**src/design/rom_pkg.sv**
```systemverilog
`default_nettype none

package rom_pkg;

	// ####################
	// Widths
	localparam int LOAD_ADDR_W    = 25;   // Host download address
	localparam int PROG_ADDR_W    = 19;   // Main CPU ROM address
	localparam int PROG_BANK32_AW = 15;   // 32K word program banks
	localparam int PROG_BANK16_AW = 14;   // 10A/10B only
	localparam int SND_BANK32_AW  = 15;   // 16S
	localparam int SND_BANK16_AW  = 14;   // 16R
	localparam int CHAR_AW        = 14;   // 6P

	// Download file indices
	localparam logic [7:0] ROM_IDX  = 8'd0;
	localparam logic [7:0] GAME_IDX = 8'd1;
	localparam logic [7:0] DIP_IDX  = 8'd254;

	// ####################
	// Load targets, one bit each in bank_sel
	localparam int NUM_BANKS = 9;
	localparam int BANK_9AB  = 0;
	localparam int BANK_10AB = 1;
	localparam int BANK_7AB  = 2;
	localparam int BANK_6AB  = 3;
	localparam int BANK_5AB  = 4;
	localparam int BANK_3AB  = 5;   // Last program bank
	localparam int BANK_16S  = 6;   // First byte bank
	localparam int BANK_16R  = 7;
	localparam int BANK_6P   = 8;

	// Region codes on the download address
	localparam logic [8:0]  REG_9AB  = 9'h0C;    // 0C0000..0CFFFF
	localparam logic [9:0]  REG_10AB = 10'h1E;   // 0F0000..0F7FFF
	localparam logic [8:0]  REG_7AB  = 9'h10;
	localparam logic [8:0]  REG_6AB  = 9'h11;
	localparam logic [8:0]  REG_5AB  = 9'h12;
	localparam logic [8:0]  REG_3AB  = 9'h13;
	localparam logic [9:0]  REG_16S  = 10'h28;   // Bits 24:15
	localparam logic [10:0] REG_16R  = 11'h52;   // Bits 24:14
	localparam logic [10:0] REG_6P   = 11'h53;

	// Program read selectors, top bits of mp_addr
	localparam logic [3:0] PSEL_9AB  = 4'b0000;
	localparam logic [4:0] PSEL_10AB = 5'b00110;   // Half size bank, five bits
	localparam logic [3:0] PSEL_7AB  = 4'b0100;
	localparam logic [3:0] PSEL_6AB  = 4'b0101;
	localparam logic [3:0] PSEL_5AB  = 4'b0110;
	localparam logic [3:0] PSEL_3AB  = 4'b0111;

	// Download address, 64K and 32K region layouts
	typedef union packed {
		struct packed {
			logic [8:0]  region;
			logic [14:0] word;
			logic        lane;   // 1 = second byte of a word
		} blk32;
		struct packed {
			logic [9:0]  region;
			logic [13:0] word;
			logic        lane;
		} blk16;
	} load_addr_u;

endpackage

`default_nettype wire

```
**src/design/config_regs.sv**
```systemverilog
`timescale 1ns/1ns
`default_nettype none

module config_regs import rom_pkg::*; #(
	parameter logic [7:0] DEFAULT_GAME_TYPE = 8'd104
) (
	input wire                   clk_sys,
	input wire                   rst,
	input wire                   ioctl_wr,
	input wire [7:0]             ioctl_index,
	input wire [LOAD_ADDR_W-1:0] ioctl_addr,
	input wire [7:0]             ioctl_dout,
	output logic [63:0]          dip_sw,      // Byte n at [8n+7:8n]
	output logic [7:0]           game_type
);

	logic dip_stb;
	logic game_stb;

	// Only the first eight bytes of the DIP file count
	assign dip_stb  = ioctl_wr && (ioctl_index == DIP_IDX) && (ioctl_addr[LOAD_ADDR_W-1:3] == '0);
	assign game_stb = ioctl_wr && (ioctl_index == GAME_IDX);

	// ####################
	always_ff @(posedge clk_sys) begin
		if (rst) begin
			dip_sw    <= '0;
			game_type <= DEFAULT_GAME_TYPE;   // Gauntlet
		end else begin
			if (dip_stb) begin
				dip_sw[ioctl_addr[2:0]*8 +: 8] <= ioctl_dout;
			end
			if (game_stb) begin
				game_type <= ioctl_dout;   // Slapstic type
			end
		end
	end

endmodule

`default_nettype wire

```
**config.mk**
```make
export PLATFORM = sky130hd
export DESIGN_NAME = config_regs
export DESIGN_NICKNAME = d
export VERILOG_FILES = /design/src/design/rom_pkg.sv /design/src/design/config_regs.sv
export SDC_FILE = /design/constraint.sdc
export NUM_CORES = 1
export LEC_CHECK = 0
export BUFFER_PORTS_ARGS = -buffer_cell sky130_fd_sc_hd__buf_2
export CAP_MARGIN = 20
export CORE_MARGIN = 2
export CORE_UTILIZATION = 45
export CTS_CLUSTER_DIAMETER = 30
export CTS_CLUSTER_SIZE = 8
export DETAILED_ROUTE_END_ITERATION = 10
export PLACE_DENSITY = 0.84
export SYNTH_ARGS = -nofsm -noshare
export SYNTH_HDL_FRONTEND = slang
export SYNTH_SLANG_ARGS = --single-unit
```
**constraint.sdc**
```tcl
create_clock -name clk_sys -period 2.8 [get_ports clk_sys]
set_clock_uncertainty 0.2 [all_clocks]
set_input_delay 0.14 -clock clk_sys [delete_from_list [all_inputs] [get_ports clk_sys]]
set_output_delay 0.14 -clock clk_sys [all_outputs]
set_load 0.005 [all_outputs]
```
==> results summary <==
The run finished with clean final reports. The number of clock sinks seen by CTS came out at 72. After detailed routing, no signal wire sits above met4.

The largest incremental delay on the critical path is 0.63 ns. TritonCTS built the clock tree. The most instantiated flip-flop cell in the synthesis netlist is sky130_fd_sc_hd__dfxtp_1. The number of top-level pins is 116.

The die extent in x is 91.03 um. The maximum resistive drop on vdd is 247.0 uV. The detail-routed net length per standard cell came out at 15.48 um. The first global-routing pass estimated 14140 um of wire. The highest attainable clock frequency came out at 0.4901 GHz.

The sequential area share after synthesis came out at 0.4229. The clock-pin slew on the worst setup and hold paths is 0.08 ns. The required time of the worst setup path is 2.86 ns.

The instance count of the mapped netlist is 336. Power spread over the standard cell area amounts to 511.5 mW/mm2. The detailed-placement wirelength estimate came out at 6121 um.

The most critical setup path has its startpoint at ioctl_addr[0]. Entering global routing, the biggest net connects 50 pins. The fraction of synthesized cell area in xor and xnor cells came out at 0. The share of async-settable or async-resettable flops after synthesis is 0. Among all stages on the critical path, the largest delay is contributed by sky130_fd_sc_hd__nor4_4. At the end of the flow the core is filled with cells to 0.6090.

The via count is 2866. The flip-flop and latch count after synthesis is 72. The dominant cell type by count on the critical path is sky130_fd_sc_hd__ha_1. The biggest area contributor in the post-synthesis netlist is sky130_fd_sc_hd__dfxtp_1. The post-synthesis adder-cell area fraction is 0.01101.

The number of antenna cells inserted came out at 0. In the final layout, the share of cells above drive strength 1 is 0.3297. The total iterations of the first detailed-routing run came out at 4. In this run the critical register-to-register path is launched from game_type[6]. The detailed-route vias per instance is 5.091.

The overall power of the completed layout came out at 2.271 mW. The synthesis-to-finish area growth is 30.29%. Fill cells in the final layout number 659. The initial antenna violation count was 0.

The complex-gate fraction of the synthesized area came out at 0.007709. The cell row count came out at 31. The final count of pins violating max slew is 0. The total wire length after detailed routing is 8713 um.

The class of the most critical hold timing path is primary input to register. The net total in the final layout came out at 506. The total routed wire length on the met1 layer came out at 3913 um. The area share of the largest cell type after synthesis is 0.4229. In the routed design, unresolved DRC markers number 0. The startpoint of the tightest hold check path is ioctl_addr[0]. The combinational family with the most area after synthesis is simple AND/OR/NAND/NOR gates. The count of synthesis-stage warnings from yosys is 0. The number of failing hold endpoints at the final stage came out at 0. The later pin in the worst-skew pair is clocked with a latency of 0.34 ns.

After synthesis, the share of cell area in mux cells is 0.2026. The pin slew with the least headroom to its limit is 0.6891 ns. For the final routed database, the setup TNS stands at 0 ns. The global placement routability congestion came out at 0.7586. The synthesized netlist occupies a cell area of 0.003408 mm2. From bottom edge to top edge, the die measures 91.03 um. Counting every net in the synthesized netlist gives 383. The worst setup path is launched from a primary input. The routed design uses 465 um of met3 wire. The number of flops mapped to enable cells by yosys is 0. Dividing the final minimum period by the clock period gives 0.7288. Setup repair after global routing left no endpoint under its margin. The number of H-tree levels came out at 3. Traced cell by cell, the critical path runs through buf_2 -> inv_1 -> ha_1 -> ha_1 -> or3_1 -> nor4_4 -> mux2i_1. The critical path arrival is 2.10 ns. By area the synthesized netlist is led by sky130_fd_sc_hd__dfxtp_1 42%, sky130_fd_sc_hd__mux2i_1 20%, sky130_fd_sc_hd__nand2b_1 14%, sky130_fd_sc_hd__nor4_4 4.4%, sky130_fd_sc_hd__nand3_1 2.8%. Of the total synthesized cell area, the portion taken by AND, OR, NAND and NOR gates is 0.3282. The number of buffers added by the clock tree synthesis step is 9. The number of max-capacitance violations reported came out at 0. The detailed route wirelength on metal2 came out at 4175 um. For this run, the total global-route usage over all layers was measured as 0.2136.

The maximum fanout along the worst path is 8. The maximum clock path buffer count is 2. After floorplanning, the core was sized to cover 0.007292 mm2. The worst pin sits at a relative slew slack of 0.5372. The via count of the first global-routing pass came out at 2834. The number of buffers inserted by port buffering came out at 115. Synthesis instantiated 25 different standard cells from the library.

The count of nets left with antenna violations once routing finished came out at 0. For this configuration, the core starts out at a cell density of 0.4674. The starting DRC count in detailed routing is 112.

For this run the aggregate overflow at the end of global routing stands at 0. The class of the most critical setup path is primary input to register. The leakage power figure is 1.897 nW.

The area enclosed by the die boundary came out at 0.008286 mm2. The synthesized area per cell came out at 10.14 um2. STA classifies the critical path endpoint as a register. The final number of setup-violating endpoints is 0.

In this run the clock root is driven by a sky130_fd_sc_hd__clkbuf_8. The post-layout minimum cycle time is 2.041 ns.
[kinds of logic (layout without fill, tap and decap cells)]
family / count (synthesis) / in the layout
flip-flops: 72 / 72
multiplexers: 69 / 69
adder cells (fa/ha/maj): 3 / 3
AND/OR/NAND/NOR: 164 / 164
buffers and inverters: 25 / 153
AO/OA/AOI/OAI: 3 / 3
[Yosys cell counts (2+ instances only)]
cell,count
sky130_fd_sc_hd__mux2i_1,69
sky130_fd_sc_hd__nand3_1,19
sky130_fd_sc_hd__nand2b_1,74
sky130_fd_sc_hd__nor2_1,16
sky130_fd_sc_hd__nor3_1,2
sky130_fd_sc_hd__nand4_1,2
sky130_fd_sc_hd__nor4_4,7
sky130_fd_sc_hd__nand4_4,2
sky130_fd_sc_hd__nand3b_1,7
sky130_fd_sc_hd__a211o_1,3
sky130_fd_sc_hd__nor3_4,2
sky130_fd_sc_hd__clkbuf_1,18
sky130_fd_sc_hd__nand2_1,22
sky130_fd_sc_hd__nor4_2,2
sky130_fd_sc_hd__ha_1,3
sky130_fd_sc_hd__dfxtp_1,72
sky130_fd_sc_hd__inv_1,7
sky130_fd_sc_hd__or3_1,2
[stage by stage]
step / hold WS [ns] / cells / setup WS (ns) / cell area (um2)
global placement: 0.2420 / 539 / 0.4886 / 4093
finish: 0.1502 / 563 / 0.7594 / 4441
floorplan: 0.08214 / 336 / 0.4034 / 3408
global route: 0.1791 / 563 / 0.6690 / 4441
CTS: 0.1517 / 563 / 0.7451 / 4441
detailed placement: 0.2534 / 539 / 0.3883 / 4093
[layer usage]
metal | track usage | vias up
met1 | 0.2684 | 1369
met4 | 0.07955 | 0
li1 | - | 1390
met5 | 0 | -
met3 | 0.03734 | 12
met2 | 0.3654 | 95
[final timing paths]
check	end	slack [ns]	cells past startpoint
min reg2reg	game_type[5]	0.27	1
max reg2reg	game_type[6]	1.93	1
min	dip_sw[6]	0.15	5
max	dip_sw[21]	0.76	7
[registers in the layout, indices dropped and copies added, names as in the netlist]
signal and flops:
dip_sw 64, game_type 8
[critical path: cells and delay by family]
kind | cells | cell delay (ns)
AND/OR/NAND/NOR | 2 | 1.11
adder cells (fa/ha/maj) | 2 | 0.42
multiplexers | 1 | 0.28
buffers and inverters | 2 | 0.15
[cell usage in the layout (no fill, tap or decap), drive strengths merged, types with 2 or more instances in the layout]
cell	instances
nand3b	7
inv	7
nor3	4
nand3	19
clkinvlp	2
nor4	9
clkbuf	9
or3	2
a211o	3
nor4b	3
nand2b	74
nand4	4
dfxtp	72
nor2	16
dlygate4sd3	8
ha	3
buf	122
mux2i	69
nand2	22
bufinv	4
[what timing repair did]
| action | in CTS | in global routing |
|---|---|---|
| hold buffers | 8 | 0 |
| hold endpoints to repair | 48 | 0 |
| setup endpoints to repair | 0 | 0 |
| buffers inserted | 0 | 0 |
| resized for setup | 0 | 0 |
[layout make-up]
class / count / area (um2) / share of cell area
tap: 99 / 123.9 / 0.02790
inverter: 7 / 26.28 / 0.005917
sequential: 72 / 1441 / 0.3246
timing repair buffer: 130 / 708.2 / 0.1595
clock inverter: 7 / 143.9 / 0.03240
clock buffer: 9 / 123.9 / 0.02790
multi-input combinational: 239 / 1873 / 0.4218
[power by group]
part	switching, mW	total (mW)	leakage, nW	internal, mW
Sequential	0.0000908	1.02	0.580	1.02
Clock	0.395	1.08	0.126	0.683
Combinational	0.100	0.170	1.19	0.0694
No activity file was read; power rests on OpenSTA's default activity.
