**src/design/rom_pkg.sv**
```systemverilog
`default_nettype none

package rom_pkg;

	// ####################
	// Widths
	localparam int LOAD_ADDR_W    = 25;   // Host download address
	localparam int PROG_ADDR_W    = 19;   // Main CPU ROM address
	localparam int PROG_BANK32_AW = 15;   // 32K word program banks
	localparam int PROG_BANK16_AW = 14;   // 10A/10B only
	localparam int SND_BANK32_AW  = 15;   // 16S
	localparam int SND_BANK16_AW  = 14;   // 16R
	localparam int CHAR_AW        = 14;   // 6P

	// Download file indices
	localparam logic [7:0] ROM_IDX  = 8'd0;
	localparam logic [7:0] GAME_IDX = 8'd1;
	localparam logic [7:0] DIP_IDX  = 8'd254;

	// ####################
	// Load targets, one bit each in bank_sel
	localparam int NUM_BANKS = 9;
	localparam int BANK_9AB  = 0;
	localparam int BANK_10AB = 1;
	localparam int BANK_7AB  = 2;
	localparam int BANK_6AB  = 3;
	localparam int BANK_5AB  = 4;
	localparam int BANK_3AB  = 5;   // Last program bank
	localparam int BANK_16S  = 6;   // First byte bank
	localparam int BANK_16R  = 7;
	localparam int BANK_6P   = 8;

	// Region codes on the download address
	localparam logic [8:0]  REG_9AB  = 9'h0C;    // 0C0000..0CFFFF
	localparam logic [9:0]  REG_10AB = 10'h1E;   // 0F0000..0F7FFF
	localparam logic [8:0]  REG_7AB  = 9'h10;
	localparam logic [8:0]  REG_6AB  = 9'h11;
	localparam logic [8:0]  REG_5AB  = 9'h12;
	localparam logic [8:0]  REG_3AB  = 9'h13;
	localparam logic [9:0]  REG_16S  = 10'h28;   // Bits 24:15
	localparam logic [10:0] REG_16R  = 11'h52;   // Bits 24:14
	localparam logic [10:0] REG_6P   = 11'h53;

	// Program read selectors, top bits of mp_addr
	localparam logic [3:0] PSEL_9AB  = 4'b0000;
	localparam logic [4:0] PSEL_10AB = 5'b00110;   // Half size bank, five bits
	localparam logic [3:0] PSEL_7AB  = 4'b0100;
	localparam logic [3:0] PSEL_6AB  = 4'b0101;
	localparam logic [3:0] PSEL_5AB  = 4'b0110;
	localparam logic [3:0] PSEL_3AB  = 4'b0111;

	// Download address, 64K and 32K region layouts
	typedef union packed {
		struct packed {
			logic [8:0]  region;
			logic [14:0] word;
			logic        lane;   // 1 = second byte of a word
		} blk32;
		struct packed {
			logic [9:0]  region;
			logic [13:0] word;
			logic        lane;
		} blk16;
	} load_addr_u;

endpackage

`default_nettype wire

```
**src/design/rom_wr_if.sv**
```systemverilog
`timescale 1ns/1ns
`default_nettype none

// One ROM write, decoder to banks
interface rom_wr_if import rom_pkg::*; ();

	logic [NUM_BANKS-1:0]      bank_sel;   // One-hot target
	logic [PROG_BANK32_AW-1:0] wr_addr;    // Word or byte offset
	logic [15:0]               wr_data;    // Byte banks take [7:0]
	logic                      wr_en;      // Single cycle

	modport loader (
		output bank_sel,
		output wr_addr,
		output wr_data,
		output wr_en
	);

	modport bank (
		input bank_sel,
		input wr_addr,
		input wr_data,
		input wr_en
	);

endinterface

`default_nettype wire

```
**src/design/load_decoder.sv**
```systemverilog
`timescale 1ns/1ns
`default_nettype none

module load_decoder import rom_pkg::*; (
	input wire                   clk_sys,
	input wire                   rst,
	input wire                   ioctl_download,
	input wire                   ioctl_wr,
	input wire [7:0]             ioctl_index,
	input wire [LOAD_ADDR_W-1:0] ioctl_addr,
	input wire [7:0]             ioctl_dout,
	rom_wr_if.loader             wr
);

	load_addr_u                la;          // Address, both views
	logic                      rom_stb;     // Accepted ROM byte
	logic [NUM_BANKS-1:0]      hit;         // Region match per bank
	logic                      prog_hit;
	logic                      byte_hit;
	logic [PROG_BANK32_AW-1:0] addr_d;
	logic [7:0]                last_byte;   // Previous accepted byte

	assign la = ioctl_addr;
	assign rom_stb = ioctl_wr && ioctl_download && (ioctl_index == ROM_IDX);

	// ####################
	// Region decode
	always_comb begin
		hit = '0;
		hit[BANK_9AB]  = (la.blk32.region == REG_9AB);
		hit[BANK_10AB] = (la.blk16.region == REG_10AB);   // 32K region
		hit[BANK_7AB]  = (la.blk32.region == REG_7AB);
		hit[BANK_6AB]  = (la.blk32.region == REG_6AB);
		hit[BANK_5AB]  = (la.blk32.region == REG_5AB);
		hit[BANK_3AB]  = (la.blk32.region == REG_3AB);
		hit[BANK_16S]  = (la.blk16.region == REG_16S);
		// 16K regions, one bit finer than blk16
		hit[BANK_16R]  = (ioctl_addr[LOAD_ADDR_W-1:14] == REG_16R);
		hit[BANK_6P]   = (ioctl_addr[LOAD_ADDR_W-1:14] == REG_6P);
	end

	assign prog_hit = |hit[BANK_3AB:BANK_9AB];
	assign byte_hit = |hit[BANK_6P:BANK_16S];

	// Word offset for program banks, byte offset otherwise
	always_comb begin
		if (hit[BANK_10AB]) begin
			addr_d = {1'b0, la.blk16.word};
		end else if (prog_hit) begin
			addr_d = la.blk32.word;
		end else begin
			addr_d = ioctl_addr[PROG_BANK32_AW-1:0];
		end
	end

	// ####################
	// Write strobe and accumulator
	always_ff @(posedge clk_sys) begin
		if (rst) begin
			wr.wr_en  <= 1'b0;
			last_byte <= 8'h00;
		end else begin
			wr.wr_en <= 1'b0;   // Pulse only
			if (rom_stb) begin
				last_byte <= ioctl_dout;
				// Program words go out on the odd byte
				if (byte_hit || (prog_hit && la.blk32.lane)) begin
					wr.wr_en <= 1'b1;
				end
			end
		end
	end

	// Payload, taken with every accepted byte
	always_ff @(posedge clk_sys) begin
		if (rom_stb) begin
			wr.bank_sel <= hit;
			wr.wr_addr  <= addr_d;
			wr.wr_data  <= {last_byte, ioctl_dout};   // First byte high
		end
	end

endmodule

`default_nettype wire

```
**src/flat_wrapper.sv**
```systemverilog
// flat-port wrapper written by rule: the top's interface ports become plain ports
module load_decoder_flat import rom_pkg::*;
  (clk_sys, rst, ioctl_download, ioctl_wr, ioctl_index, ioctl_addr, ioctl_dout, wr_bank_sel, wr_wr_addr, wr_wr_data, wr_wr_en);
  rom_wr_if wr_i ();
  input wire clk_sys;
  input wire rst;
  input wire ioctl_download;
  input wire ioctl_wr;
  input wire [7:0] ioctl_index;
  input wire [LOAD_ADDR_W-1:0] ioctl_addr;
  input wire [7:0] ioctl_dout;
  output wire logic [$bits(wr_i.bank_sel)-1:0] wr_bank_sel;
  output wire logic [$bits(wr_i.wr_addr)-1:0] wr_wr_addr;
  output wire logic [$bits(wr_i.wr_data)-1:0] wr_wr_data;
  output wire logic [$bits(wr_i.wr_en)-1:0] wr_wr_en;
  assign wr_bank_sel = wr_i.bank_sel;
  assign wr_wr_addr = wr_i.wr_addr;
  assign wr_wr_data = wr_i.wr_data;
  assign wr_wr_en = wr_i.wr_en;
  load_decoder u_core (.clk_sys(clk_sys), .rst(rst), .ioctl_download(ioctl_download), .ioctl_wr(ioctl_wr), .ioctl_index(ioctl_index), .ioctl_addr(ioctl_addr), .ioctl_dout(ioctl_dout), .wr(wr_i));
endmodule
```
**config.mk**
```make
export PLATFORM = sky130hd
export DESIGN_NAME = load_decoder_flat
export DESIGN_NICKNAME = d
export VERILOG_FILES = /design/src/design/rom_pkg.sv /design/src/design/rom_wr_if.sv /design/src/design/load_decoder.sv /design/src/flat_wrapper.sv
export SDC_FILE = /design/constraint.sdc
export NUM_CORES = 1
export LEC_CHECK = 0
export BUFFER_PORTS_ARGS = -buffer_cell sky130_fd_sc_hd__buf_2
export CAP_MARGIN = 5
export CORE_ASPECT_RATIO = 1.5
export CORE_MARGIN = 2
export CORE_UTILIZATION = 46
export DETAILED_ROUTE_END_ITERATION = 7
export GPL_TIMING_DRIVEN = 0
export PLACE_DENSITY = 0.78
export SYNTH_ARGS = -nofsm -noshare
export SYNTH_HDL_FRONTEND = slang
export SYNTH_SLANG_ARGS = --single-unit
```
**constraint.sdc**
```tcl
create_clock -name clk_sys -period 2.5 [get_ports clk_sys]
set_input_delay 0.5 -clock clk_sys [delete_from_list [all_inputs] [get_ports clk_sys]]
set_output_delay 0.5 -clock clk_sys [all_outputs]
set_load 0.005 [all_outputs]
```
==> metrics.yaml <==
cts_root_buf: "clkbuf_8"
post_cts_buffers: 0
dr.pass1.iters: 4
crit_arrival_ns: 2.08
grt_usage_pct: 16.6
yosys-mux-area-fraction_pct: 14.8
worst_setup_path_end_kind: "flop"
synth_area_um2: 1930
cp.required_ns: 2.50
crit_chain: "buf_2 -> nor4bb_1 -> nand3_1 -> buf_2 -> inv_1 -> buf_16"
ant_nets: 0
finalSetupTns_ns: 0
ys_types: 26
postLayoutCoreUtil_pct: 63.8
die_h_um: 83.4
crit_fanout: 24
synth_top_family_by_area: "multiplexers"
routedWlPerCell_um: 14.7
slowest_stage: "inv_1"
syn_avg_cell_area_um2: 17.3
synth_ff_type: "edfxtp_1"
slowest_delay_ns: 0.57
nNetsFinal: 249
clock_sinks: 49
async_flop_share_pct: 0
routed-via-count: 1247
powerDensity_nw_per_um2: 587
yosysSeqAreaShare_pct: 71.5
p_leak_nw: 1.11
synth_compound_area_share_pct: 2.46
route.detailed.drc: 0
portBuffers: 84
grt_max_degree: 25
antenna_found_initial: 0
holdBufCountCts: 0
drt-initial-drc-count: 20
yosys_warnings: 0
synth_commonest_cells: "40 x edfxtp_1, 14 x nor2_1, 10 x mux2_4"
fp.dieArea_um2: 4750
outcome: "complete, no violations"
synth_area_leaders: "edfxtp_1 62%, dfxtp_1 9.3%, mux2_4 7.8%"
post_cts_resized: 0
min_path_type: "primary input to flop"
period_share_pct: 83.0
synth_cells: 112
yosys.area.top_type: "edfxtp_1"
total_power_mw: 1.50
viasPerCell: 4.99
path_class: "primary input to flop"
ys_seq_elements: 49
ios: 86
holdPathStages: 1
gp_congestion: 0.742
setup_viol: 0
cts-htree-levels: 2
synth_edf_count: 40
skew_ns: 0.00143
cts.path.max_buffers: 2
synth.net_count: 157
ir_drop_mv: 0.619
cpMostUsedCell: "buf_2"
synth_xor_area_share_pct: 0
reg2reg_depth: 2
grt.overflow.total: 0
dp.cells: 242
synth_fa_ha_area_share_pct: 0
grt_pass1_wl_mm: 5.95
drv_slew: 0
synth_top_cell_area_share_pct: 62.1
rows: 28
place_ws_ns: 0.116
fin_cells: 250
finalCriticalPeriod_ns: 2.08
antenna_cells: 0
maxSlewHeadroom_pct: 51.5
syn2layout_area_growth_pct: 31.8
start_kind: "primary input"
dp_hpwl_mm: 2.89
hold_viol_final: 0
clk_latency_ns: 0.29
initial_utilization_pct: 48.4
max_freq_ghz: 0.482
clk_pin_slew_ns: 0.08
grt_pass1_vias: 1289
cts_buffers: 5
rsz0062_at_grt: "false"
yosysMostFrequentCell: "edfxtp_1"
max_cap_viol_count: 0
core_um2: 3990
cts_tree: "built"
synthSimpleGateAreaFrac_pct: 9.84
setup_slack_ns: 0.424
die_width_um: 56.9
wirelength_mm: 3.67
worst_slew_pin_slew_ns: 0.726
final_layout_size_suffix_gt1_share_pct: 55.6
-- power by group --
| part | switching, mW | internal [mW] |
|---|---|---|
| Clock | 0.246 | 0.294 |
| Sequential | 0.000172 | 0.876 |
| Combinational | 0.0332 | 0.0471 |
| Total | 0.279 | 1.22 |
-- flip-flops by register name, summed over array words and instances, names as in the netlist --
signal	cells
u_core.wr.wr_addr	15
u_core.last_byte	8
u_core.wr.bank_sel	9
u_core.wr.wr_data	16
u_core.wr.wr_en	1
-- area by class of cell --
type / count / area [um2]
multi-input cells: 58 / 524
clock inverters: 3 / 41.3
repair buffers: 85 / 448
clock buffers: 5 / 68.8
flip-flops and latches: 49 / 1380
inverters: 2 / 7.51
plain buffers: 3 / 20.0
well taps: 45 / 56.3
fillers: 320 / 1450
-- worst paths after layout --
kind | startpoint | to | slack [ns]
worst max-delay path | ioctl_index[1] | u_core.wr.wr_addr[11]$_DFFE_PN_ | 0.42
worst min-delay path | ioctl_dout[1] | u_core.wr.wr_data[1]$_DFFE_PN_ | 0.40
worst max register to register | u_core.last_byte[0]$_SDFFE_PP0N_ | u_core.last_byte[0]$_SDFFE_PP0N_ | 1.83
worst min register to register | u_core.last_byte[6]$_SDFFE_PP0N_ | u_core.wr.wr_data[14]$_DFFE_PN_ | 0.44
-- kinds of logic (layout without fill, tap and decap cells) --
logic type | count (synthesis) | count (layout)
compound gates | 4 | 4
buf+inv | 5 | 98
flops | 49 | 49
mux | 23 | 23
simple gates | 31 | 31
-- metrics by stage --
step	cell area, um2	hold slack [ns]
floorplan	1930	0.408
global placement	2410	0.410
detailed placement	2440	0.418
CTS	2550	0.385
global route	2550	0.388
finish	2550	0.395
-- layer usage --
layer	GRT usage (%)	routed length, um	up-vias	share of wire, %
li1	-	-	606	-
met5	0	0	-	0
met1	17.1	1310	574	36
met3	4.67	313	7	8.5
met4	7.61	77	0	2.1
met2	30.0	1980	60	54
-- critical path: cells and delay by family --
| kind | cells | cell delay [ns] |
|---|---|---|
| simple gates | 2 | 0.41 |
| buf+inv | 4 | 1.15 |
-- cells in the final DEF, fill, tap and decap left out, types with 2 or more instances in the layout --
cell type  instances
buf_2             85
clkbuf_8           5
dfxtp_1            9
edfxtp_1          40
inv_1              2
mux2_2             5
mux2_4            10
mux2i_1            8
nand2_1            2
nand3_1            2
nand3b_1           2
nor2_1            14
nor3b_1            3
No activity file was read; power rests on OpenSTA's default activity.
